===== src/hw/rom_sys_cfg.svh =====
/*
  SDRAM memory map and bus widths of the ROM subsystem.
  Included by the package and by every module that needs a region offset.
  Offsets are SDRAM word addresses except ROM_PROM_START, a download byte address.
*/
`ifndef ROM_SYS_CFG_SVH
`define ROM_SYS_CFG_SVH

// Bus widths
`define ROM_SDRAM_AW 22
`define ROM_IOCTL_AW 25

// Region order: main at 0, then sound, scroll, objects, PROMs

// Sound CPU ROM, 16 kB
`define ROM_SND_START 22'h008000

// Scroll tiles, 16k entries of 32 bits
`define ROM_SCR_START 22'h00A000

// Objects, 32k entries of 32 bits
`define ROM_OBJ_START 22'h012000

// Colour PROMs, byte address in the download stream
`define ROM_PROM_START 25'h0044000

`endif


===== src/hw/rom_sys_pkg.sv =====
/*
  Shared types of the ROM subsystem.
  Used by scoped name from the RTL and the SDRAM model.
*/
`default_nettype none

`include "rom_sys_cfg.svh"

package rom_sys_pkg;

    // SDRAM side
    typedef logic [`ROM_SDRAM_AW-1:0] sdram_addr_t;
    typedef logic [15:0]              sdram_word_t;

    // Download stream byte address
    typedef logic [`ROM_IOCTL_AW-1:0] ioctl_addr_t;

    // ROM payloads
    typedef logic [7:0]  byte_t;
    // First SDRAM word of the burst sits in the low half
    typedef logic [31:0] gfx_word_t;

endpackage

`default_nettype wire


===== src/hw/rom_dwnld.sv =====
/*
  ROM download converter.
  Turns ioctl byte writes into 16-bit SDRAM programming writes one cycle later,
  with byte swap and gfx address swizzle. PROM bytes go out on prom_we instead.
*/
`timescale 1ns/1ps
`default_nettype none

`include "rom_sys_cfg.svh"

module rom_dwnld (
    input  wire logic                     clk,
    input  wire logic                     arst_n,
    input  wire logic                     downloading,
    input  wire rom_sys_pkg::ioctl_addr_t ioctl_addr,
    input  wire rom_sys_pkg::byte_t       ioctl_dout,
    input  wire logic                     ioctl_wr,
    output rom_sys_pkg::sdram_addr_t      prog_addr,
    output rom_sys_pkg::byte_t            prog_data,
    output logic [1:0]                    prog_mask,
    output logic                          prog_we,
    output logic                          prom_we
);

    // Region bounds in download byte addresses
    localparam rom_sys_pkg::ioctl_addr_t SCR_LO =
        rom_sys_pkg::ioctl_addr_t'(`ROM_SCR_START) << 1;
    localparam rom_sys_pkg::ioctl_addr_t OBJ_LO =
        rom_sys_pkg::ioctl_addr_t'(`ROM_OBJ_START) << 1;
    localparam rom_sys_pkg::ioctl_addr_t PROM_LO = `ROM_PROM_START;

    logic                     accept;
    logic                     in_scr;
    logic                     in_obj;
    logic                     in_prom;
    rom_sys_pkg::sdram_addr_t word_addr;
    rom_sys_pkg::sdram_addr_t gfx_addr;
    rom_sys_pkg::ioctl_addr_t prom_offset;

    assign accept  = ioctl_wr && downloading;
    assign in_scr  = ioctl_addr >= SCR_LO && ioctl_addr < OBJ_LO;
    assign in_obj  = ioctl_addr >= OBJ_LO && ioctl_addr < PROM_LO;
    assign in_prom = ioctl_addr >= PROM_LO;

    assign word_addr   = ioctl_addr[`ROM_SDRAM_AW:1];
    assign prom_offset = ioctl_addr - PROM_LO;

    // Board specific bit swizzle of the gfx regions
    always_comb begin
        gfx_addr = word_addr;
        if (in_scr) begin
            gfx_addr[0]   = ~word_addr[3];
            gfx_addr[3:1] =  word_addr[2:0];
        end
        if (in_obj) begin
            gfx_addr[0]   = ~word_addr[3];
            gfx_addr[1]   = ~word_addr[4];
            gfx_addr[5:2] = {word_addr[5], word_addr[2:0]};
        end
    end

    always_ff @(posedge clk or negedge arst_n) begin
        if (!arst_n) begin
            prog_we <= 1'b0;
            prom_we <= 1'b0;
        end else begin
            prog_we <= accept && !in_prom;
            prom_we <= accept && in_prom;
        end
    end

    always_ff @(posedge clk) begin
        if (accept) begin
            prog_addr <= in_prom ? prom_offset[`ROM_SDRAM_AW-1:0] : gfx_addr;
            prog_data <= ioctl_dout;
            // Active low, even bytes land in the upper half
            prog_mask <= ioctl_addr[0] ? 2'b10 : 2'b01;
        end
    end

endmodule

`default_nettype wire


===== src/hw/rom_slot.sv =====
/*
  One cached ROM consumer slot.
  Requests a two-word SDRAM burst on a miss and keeps it as the cached entry.
  A 32-bit payload takes both words, an 8-bit one picks a byte from either word.
*/
`timescale 1ns/1ps
`default_nettype none

module rom_slot #(
    parameter type                      data_t = rom_sys_pkg::byte_t,
    parameter int                       AW     = 16,
    parameter rom_sys_pkg::sdram_addr_t OFFSET = '0
) (
    input  wire logic                     clk,
    input  wire logic                     arst_n,
    input  wire logic                     cs,
    input  wire logic [AW-1:0]            addr,
    input  wire logic                     req_ack,
    input  wire logic                     word_dst,
    input  wire logic                     word_rdy,
    input  wire rom_sys_pkg::sdram_word_t word_data,
    output data_t                         data,
    output logic                          ok,
    output logic                          req,
    output rom_sys_pkg::sdram_addr_t      req_addr
);

    localparam bit WIDE = $bits(data_t) > 8;

    rom_sys_pkg::sdram_addr_t cur_addr;
    rom_sys_pkg::sdram_addr_t tag;
    rom_sys_pkg::sdram_word_t word0;
    rom_sys_pkg::sdram_word_t word1;
    rom_sys_pkg::sdram_word_t sel_word;
    logic                     valid;
    logic                     busy;
    logic                     second;
    logic                     hit_lo;
    logic                     hit_hi;
    logic                     hit;

    assign cur_addr = OFFSET + (WIDE ? rom_sys_pkg::sdram_addr_t'(addr)
                                     : rom_sys_pkg::sdram_addr_t'(addr >> 1));

    // Byte slots also hit on the second word of the burst
    assign hit_lo = valid && cur_addr == tag;
    assign hit_hi = valid && !WIDE && cur_addr == tag + 1'b1;
    assign hit    = hit_lo || hit_hi;
    assign ok     = cs && hit;

    assign sel_word = hit_hi ? word1 : word0;

    always_comb begin
        if (WIDE) begin
            data = data_t'({word1, word0});
        end else begin
            // Swapped bytes, even address in the upper half
            data = data_t'(addr[0] ? sel_word[7:0] : sel_word[15:8]);
        end
    end

    always_ff @(posedge clk or negedge arst_n) begin
        if (!arst_n) begin
            req    <= 1'b0;
            busy   <= 1'b0;
            valid  <= 1'b0;
            second <= 1'b0;
        end else begin
            if (cs && !hit && !req && !busy) begin
                req   <= 1'b1;
                valid <= 1'b0;
            end
            if (req_ack) begin
                req  <= 1'b0;
                busy <= 1'b1;
            end
            if (word_dst) begin
                second <= 1'b1;
            end
            if (word_rdy) begin
                busy   <= 1'b0;
                valid  <= 1'b1;
                second <= 1'b0;
            end
        end
    end

    // Request address doubles as the tag once the burst is in
    always_ff @(posedge clk) begin
        if (cs && !hit && !req && !busy) begin
            req_addr <= cur_addr;
        end
        if (word_dst) begin
            if (second) begin
                word1 <= word_data;
            end else begin
                word0 <= word_data;
            end
        end
        if (word_rdy) begin
            tag <= req_addr;
        end
    end

endmodule

`default_nettype wire


===== src/hw/rom_arbiter.sv =====
/*
  Fixed-priority sharing of the SDRAM read port among four ROM slots.
  Slot 0 has the highest priority. A grant holds from the request until
  data_rdy, and the SDRAM strobes are steered to the granted slot only.
*/
`timescale 1ns/1ps
`default_nettype none

module rom_arbiter (
    input  wire logic                     clk,
    input  wire logic                     arst_n,
    input  wire logic                     downloading,
    input  wire logic [3:0]               slot_req,
    input  wire rom_sys_pkg::sdram_addr_t slot0_addr,
    input  wire rom_sys_pkg::sdram_addr_t slot1_addr,
    input  wire rom_sys_pkg::sdram_addr_t slot2_addr,
    input  wire rom_sys_pkg::sdram_addr_t slot3_addr,
    input  wire logic                     sdram_ack,
    input  wire logic                     data_dst,
    input  wire logic                     data_rdy,
    input  wire rom_sys_pkg::sdram_word_t data_read,
    output logic                          sdram_req,
    output rom_sys_pkg::sdram_addr_t      sdram_addr,
    output logic [3:0]                    slot_ack,
    output logic [3:0]                    slot_dst,
    output logic [3:0]                    slot_rdy
);

    logic [3:0]               grant;
    logic [3:0]               pick;
    logic                     busy;
    logic                     launch;
    logic                     word_seen;
    rom_sys_pkg::sdram_addr_t pick_addr;

    // Lowest set bit wins
    always_comb begin
        pick = 4'b0000;
        for (int i = 3; i >= 0; i--) begin
            if (slot_req[i]) begin
                pick = 4'b0001 << i;
            end
        end
    end

    always_comb begin
        case (pick)
            4'b0001: pick_addr = slot0_addr;
            4'b0010: pick_addr = slot1_addr;
            4'b0100: pick_addr = slot2_addr;
            default: pick_addr = slot3_addr;
        endcase
    end

    assign launch = !busy && !downloading && |slot_req;

    always_ff @(posedge clk or negedge arst_n) begin
        if (!arst_n) begin
            busy      <= 1'b0;
            grant     <= 4'b0000;
            sdram_req <= 1'b0;
            word_seen <= 1'b0;
        end else begin
            if (launch) begin
                busy      <= 1'b1;
                grant     <= pick;
                sdram_req <= 1'b1;
            end
            if (sdram_ack) begin
                sdram_req <= 1'b0;
            end
            // First word of the burst marks the read as under way
            if (busy && data_dst) begin
                word_seen <= 1'b1;
            end
            if (busy && data_rdy) begin
                busy      <= 1'b0;
                grant     <= 4'b0000;
                word_seen <= 1'b0;
            end
        end
    end

    always_ff @(posedge clk) begin
        if (launch) begin
            sdram_addr <= pick_addr;
        end
    end

    assign slot_ack = grant & {4{sdram_ack}};
    assign slot_dst = grant & {4{data_dst}};
    assign slot_rdy = grant & {4{data_rdy && word_seen}};

endmodule

`default_nettype wire


===== src/hw/rom_sys.sv =====
/*
  ROM subsystem top level.
  Download converter for SDRAM programming, plus four cached ROM slots
  (scroll, objects, sound CPU, main CPU) sharing the SDRAM read port.
*/
`timescale 1ns/1ps
`default_nettype none

`include "rom_sys_cfg.svh"

module rom_sys (
    input  wire logic                     clk,
    input  wire logic                     arst_n,
    // ROM download
    input  wire logic                     downloading,
    input  wire rom_sys_pkg::ioctl_addr_t ioctl_addr,
    input  wire rom_sys_pkg::byte_t       ioctl_dout,
    input  wire logic                     ioctl_wr,
    output rom_sys_pkg::sdram_addr_t      prog_addr,
    output rom_sys_pkg::byte_t            prog_data,
    output logic [1:0]                    prog_mask,
    output logic                          prog_we,
    output logic                          prom_we,
    // SDRAM read port
    output logic                          sdram_req,
    output rom_sys_pkg::sdram_addr_t      sdram_addr,
    input  wire logic                     sdram_ack,
    input  wire logic                     data_dst,
    input  wire logic                     data_rdy,
    input  wire rom_sys_pkg::sdram_word_t data_read,
    // Consumers
    input  wire logic                     scr_cs,
    input  wire logic [13:0]              scr_addr,
    output rom_sys_pkg::gfx_word_t        scr_data,
    output logic                          scr_ok,
    input  wire logic                     obj_cs,
    input  wire logic [14:0]              obj_addr,
    output rom_sys_pkg::gfx_word_t        obj_data,
    output logic                          obj_ok,
    input  wire logic                     snd_cs,
    input  wire logic [13:0]              snd_addr,
    output rom_sys_pkg::byte_t            snd_data,
    output logic                          snd_ok,
    input  wire logic                     main_cs,
    input  wire logic [15:0]              main_addr,
    output rom_sys_pkg::byte_t            main_data,
    output logic                          main_ok
);

    // Slot order is also the priority order
    logic [3:0]               slot_req;
    logic [3:0]               slot_ack;
    logic [3:0]               slot_dst;
    logic [3:0]               slot_rdy;
    rom_sys_pkg::sdram_addr_t scr_req_addr;
    rom_sys_pkg::sdram_addr_t obj_req_addr;
    rom_sys_pkg::sdram_addr_t snd_req_addr;
    rom_sys_pkg::sdram_addr_t main_req_addr;

    rom_dwnld u_dwnld (
        .clk         (clk),
        .arst_n      (arst_n),
        .downloading (downloading),
        .ioctl_addr  (ioctl_addr),
        .ioctl_dout  (ioctl_dout),
        .ioctl_wr    (ioctl_wr),
        .prog_addr   (prog_addr),
        .prog_data   (prog_data),
        .prog_mask   (prog_mask),
        .prog_we     (prog_we),
        .prom_we     (prom_we)
    );

    rom_slot #(
        .data_t (rom_sys_pkg::gfx_word_t),
        .AW     (14),
        .OFFSET (`ROM_SCR_START)
    ) u_scr_slot (
        .clk       (clk),
        .arst_n    (arst_n),
        .cs        (scr_cs),
        .addr      (scr_addr),
        .req_ack   (slot_ack[0]),
        .word_dst  (slot_dst[0]),
        .word_rdy  (slot_rdy[0]),
        .word_data (data_read),
        .data      (scr_data),
        .ok        (scr_ok),
        .req       (slot_req[0]),
        .req_addr  (scr_req_addr)
    );

    rom_slot #(
        .data_t (rom_sys_pkg::gfx_word_t),
        .AW     (15),
        .OFFSET (`ROM_OBJ_START)
    ) u_obj_slot (
        .clk       (clk),
        .arst_n    (arst_n),
        .cs        (obj_cs),
        .addr      (obj_addr),
        .req_ack   (slot_ack[1]),
        .word_dst  (slot_dst[1]),
        .word_rdy  (slot_rdy[1]),
        .word_data (data_read),
        .data      (obj_data),
        .ok        (obj_ok),
        .req       (slot_req[1]),
        .req_addr  (obj_req_addr)
    );

    rom_slot #(
        .data_t (rom_sys_pkg::byte_t),
        .AW     (14),
        .OFFSET (`ROM_SND_START)
    ) u_snd_slot (
        .clk       (clk),
        .arst_n    (arst_n),
        .cs        (snd_cs),
        .addr      (snd_addr),
        .req_ack   (slot_ack[2]),
        .word_dst  (slot_dst[2]),
        .word_rdy  (slot_rdy[2]),
        .word_data (data_read),
        .data      (snd_data),
        .ok        (snd_ok),
        .req       (slot_req[2]),
        .req_addr  (snd_req_addr)
    );

    // Main CPU ROM starts at the bottom of the SDRAM
    rom_slot #(
        .data_t (rom_sys_pkg::byte_t),
        .AW     (16),
        .OFFSET ('0)
    ) u_main_slot (
        .clk       (clk),
        .arst_n    (arst_n),
        .cs        (main_cs),
        .addr      (main_addr),
        .req_ack   (slot_ack[3]),
        .word_dst  (slot_dst[3]),
        .word_rdy  (slot_rdy[3]),
        .word_data (data_read),
        .data      (main_data),
        .ok        (main_ok),
        .req       (slot_req[3]),
        .req_addr  (main_req_addr)
    );

    rom_arbiter u_arbiter (
        .clk         (clk),
        .arst_n      (arst_n),
        .downloading (downloading),
        .slot_req    (slot_req),
        .slot0_addr  (scr_req_addr),
        .slot1_addr  (obj_req_addr),
        .slot2_addr  (snd_req_addr),
        .slot3_addr  (main_req_addr),
        .sdram_ack   (sdram_ack),
        .data_dst    (data_dst),
        .data_rdy    (data_rdy),
        .data_read   (data_read),
        .sdram_req   (sdram_req),
        .sdram_addr  (sdram_addr),
        .slot_ack    (slot_ack),
        .slot_dst    (slot_dst),
        .slot_rdy    (slot_rdy)
    );

endmodule

`default_nettype wire


===== config.mk =====
export PLATFORM = sky130hd
export DESIGN_NAME = rom_sys
export DESIGN_NICKNAME = d
export VERILOG_FILES = /design/src/hw/rom_sys_pkg.sv /design/src/hw/rom_dwnld.sv /design/src/hw/rom_slot.sv /design/src/hw/rom_arbiter.sv /design/src/hw/rom_sys.sv
export VERILOG_INCLUDE_DIRS = /design/src /design/src/hw
export SDC_FILE = /design/constraint.sdc
export NUM_CORES = 1
export LEC_CHECK = 0
export BUFFER_PORTS_ARGS = -buffer_cell sky130_fd_sc_hd__buf_4
export CAP_MARGIN = 40
export CORE_UTILIZATION = 60
export DETAILED_ROUTE_END_ITERATION = 12
export PLACE_DENSITY = 0.92
export SLEW_MARGIN = 20
export SYNTH_ARGS = -nofsm -noshare
export SYNTH_HDL_FRONTEND = slang
export SYNTH_HIERARCHICAL = 1
export SYNTH_SLANG_ARGS = --single-unit
export TNS_END_PERCENT = 1

===== constraint.sdc =====
create_clock -name clk -period 7.5 [get_ports clk]
set_input_delay 1.5 -clock clk [delete_from_list [all_inputs] [get_ports clk]]
set_output_delay 1.5 -clock clk [all_outputs]
set_load 0.05 [all_outputs]

==> results.md <==
- Final WS setup: 1.70 ns
- Synth Register Bits: 325
- PwrDens: 289 nW/um^2
- Period minus WS final: 5.80 ns
- Mapped Area: 14000 um^2
- Gr ovfl total: 0
- Pleak: 6.48 nW
- Hold/Removal Path Class: flop to flop
- GPL Wtd Cong: 0.923
- Port Buffer Count: 259
- Total of max-cap violations: 0
- Crit path launch type: primary input
- Period utilization: 77.3%
- Top delay family on crit path: simple AND/OR/NAND/NOR gates
- Post-CTS Setup Bufs: 0
- Pin count of the biggest net entering global routing: 47
- CTS root buf: clkbuf_16
- Final ANT Viol Nets: 0
- Crit path max fanout: 9
- Die X: 155 um
- Post-CTS Hold Fix Bufs: 0
- Status: finished clean
- Max-slew violations: 0
- Cells after Synth: 943
- Drt wl/cell: 23.4 um
- Storage element area: 9630 um^2
- Worst stage delay on the critical path: 0.61 ns
- Yosys warnings: 6
- Vias post-DR: 9492
- Vias per cell: 6.09
- Sequential fraction of the synthesis area: 68.8%
- HPWL Detailed: 25200 um
- GRT Overall Usage: 30.3%
- Max frequency: 173 MHz
- CP most frequent cell: buf_4
- Clock Latency Late Sink: 0.52 ns
- Power Internal: 0.00353 W
- Worst Max-Slew Pin Slew: 0.849 ns
- # rows: 55
- Clock skew: 0.0181 ns
- Final wirelength: 36400 um
- Die area: 23900 um^2
- Top cells by area, synth: edfxtp_1 (64%), dfrtp_1 (4.5%), xnor2_1 (2.1%), o22ai_1 (2.1%), buf_4 (1.7%)
- CP max-delay cell: or3_1
- Post-synth top area share: 64.3%
- Area growth from synthesis to layout: 24.0%
- Leading cell types in the layout, fill and taps excluded: edfxtp_1 (300), buf_4 (266), nand2_1 (54)
- Worst Path Buf+Inv: 2
- H-tree depth: 2
- # diodes: 0
- CP Capture Type: primary output
- Sequential Power Share: 46.3%
- Initial antenna violation count: 0
- Post-CTS sizing: 0
- Fill cells: 1305
- Post-layout nets: 1343
- Initial Utilization: 61.5%
- Design area: 17400 um^2
- Count of different cell masters after synthesis: 94
- CTS clk-pin slew, worst paths: 0.06 ns
- Combinational group share of total power: 20.1%
- Slew headroom: 43.4%
- Die Ht: 155 um
- Cell Area, Placed: 16200 um^2
- Drt drc: 0
- TritonCTS clock tree: built
- Mapped Avg Cell Area: 14.8 um^2
- Most used DFF post-synth: edfxtp_1
- Required time of the critical path: 6.00 ns
- R2r setup slk: 4.27 ns
- Ys async rst share: 7.69%
- WS Path Type: primary input to primary output
- Clock share of power: 33.6%
- Worst hold margin: 0.443 ns
- Final-report hold violation count: 0
- DR iter-0 viols: 850
- Commonest non-fill, non-tap cell in the layout: edfxtp_1
- Number of global-route vias before repair: 9812
- I/O pins: 260
- Core Region: 22800 um^2
- Setup Slack @ Placement: 1.70 ns
- RSZ-0062 raised after global routing: no
- Clock sink count: 325
- Share of cells above drive strength 1: 30.4%
- EDFF count, synth: 300
- Critical path arrival: 4.30 ns
- Footprint of the multi-input gates: 3980 um^2
- First-pass detailed-route iteration total: 7
- Peak supply drop: 198 uV
- Cell taking the most area after synthesis: edfxtp_1
- Critical Path, Cell by Cell: buf_4, xnor2_1, nand2_1, o22ai_1, a22o_1, or4b_1, or3_1, mux4_2, buf_4
- Sw Ratio: 29.7%
- CTS Buf Count: 34
- Setup TNS: 0 ns
- Switching Power: 0.00149 W
- CTS Buffer Depth: 3
- Final setup vio count: 0
- First-pass GRT wire length: 54300 um
-- per-stage QoR --
stage | instances | util (%) | power, W
floorplan | 965 | - | 0.00296
global placement | 1487 | 70.8 | 0.00327
detailed placement | 1491 | 71.0 | 0.00332
CTS | 1553 | 76.0 | 0.00500
global route | 1558 | 76.2 | 0.00517
finish | 1558 | 76.2 | 0.00501
-- registers in the layout, summed over array words and instances, names as in the netlist, 2 cells and up --
| signal | count |
|---|---|
| u_obj_slot/tag | 16 |
| u_snd_slot/tag | 13 |
| u_main_slot/word1 | 16 |
| u_snd_slot/word0 | 16 |
| u_arbiter/grant | 4 |
| u_dwnld/prog_data | 8 |
| u_scr_slot/word1 | 16 |
| u_dwnld/prog_addr | 22 |
| u_main_slot/word0 | 16 |
| u_scr_slot/req_addr | 15 |
| u_dwnld/prog_mask | 2 |
| u_snd_slot/word1 | 16 |
| u_main_slot/tag | 15 |
| u_scr_slot/sel_word | 16 |
| u_obj_slot/word1 | 16 |
| u_main_slot/req_addr | 15 |
| u_arbiter/sdram_addr | 22 |
| u_scr_slot/tag | 15 |
| u_obj_slot/req_addr | 16 |
| u_snd_slot/req_addr | 13 |
| u_obj_slot/sel_word | 16 |
-- layer usage --
metal  GRT usage, %  part of all wire [%]
met2           53.8                    52
met5              0                     0
met1           35.6                    37
met3           7.48                   8.8
met4           11.1                   2.7
-- Yosys cell counts, types with 12 or more instances --
master    instances
edfxtp_1        300
nand2_1          54
xor2_1           22
nand4_1          19
buf_4            32
o22ai_1          46
o21ai_0          16
xnor2_1          34
and3_1           12
and2_1           18
a21oi_1          39
nand3_1          15
inv_1            28
dfrtp_1          25
nor2_1           47
-- worst paths after layout --
path	to	cells past startpoint	from
min in group asynchronous	u_obj_slot/valid	1	arst_n
worst min-delay path	u_scr_slot/tag[9]	0	u_scr_slot/req_addr[9]
worst min register to register	u_scr_slot/tag[9]	0	u_scr_slot/req_addr[9]
worst max-delay path	snd_data[6]	9	snd_addr[6]
worst max register to register	u_main_slot/req_addr[9]	8	u_main_slot/tag[1]
max in group asynchronous	u_snd_slot/req	1	arst_n
-- layout make-up --
cell class                 count  share of cell area (%)
clock buffer                  40                    5.15
inverter                      30                   0.648
timing repair buffer         275                    12.2
multi-input combinational    553                    22.9
sequential                   325                    55.5
tap                          313                    2.25
clock inverter                22                    1.33
-- power by group through the flow --
stage	Clock (W)	Combinational (W)	Sequential, W
3_3_place_gp	0	0.000929	0.00234
2_1_floorplan	0	0.000393	0.00257
5_1_grt	0.00177	0.00106	0.00233
4_1_cts	0.00171	0.000978	0.00232
3_5_place_dp	0	0.000971	0.00235
6_report	0.00169	0.00101	0.00232
-- kinds of logic (layout without fill, tap and decap cells) --
family / after synthesis / after routing / synth area share, %
other: 7 / 29 / 0.188
XOR/XNOR: 61 / 61 / 4.08
multiplexers: 20 / 20 / 3.11
adder cells (fa/ha/maj): 5 / 5 / 0.447
buffers and inverters: 87 / 367 / 3.48
flip-flops: 325 / 325 / 68.8
AO/OA/AOI/OAI: 165 / 165 / 8.18
AND/OR/NAND/NOR: 273 / 273 / 11.7
No activity file was read; power rests on OpenSTA's default activity.
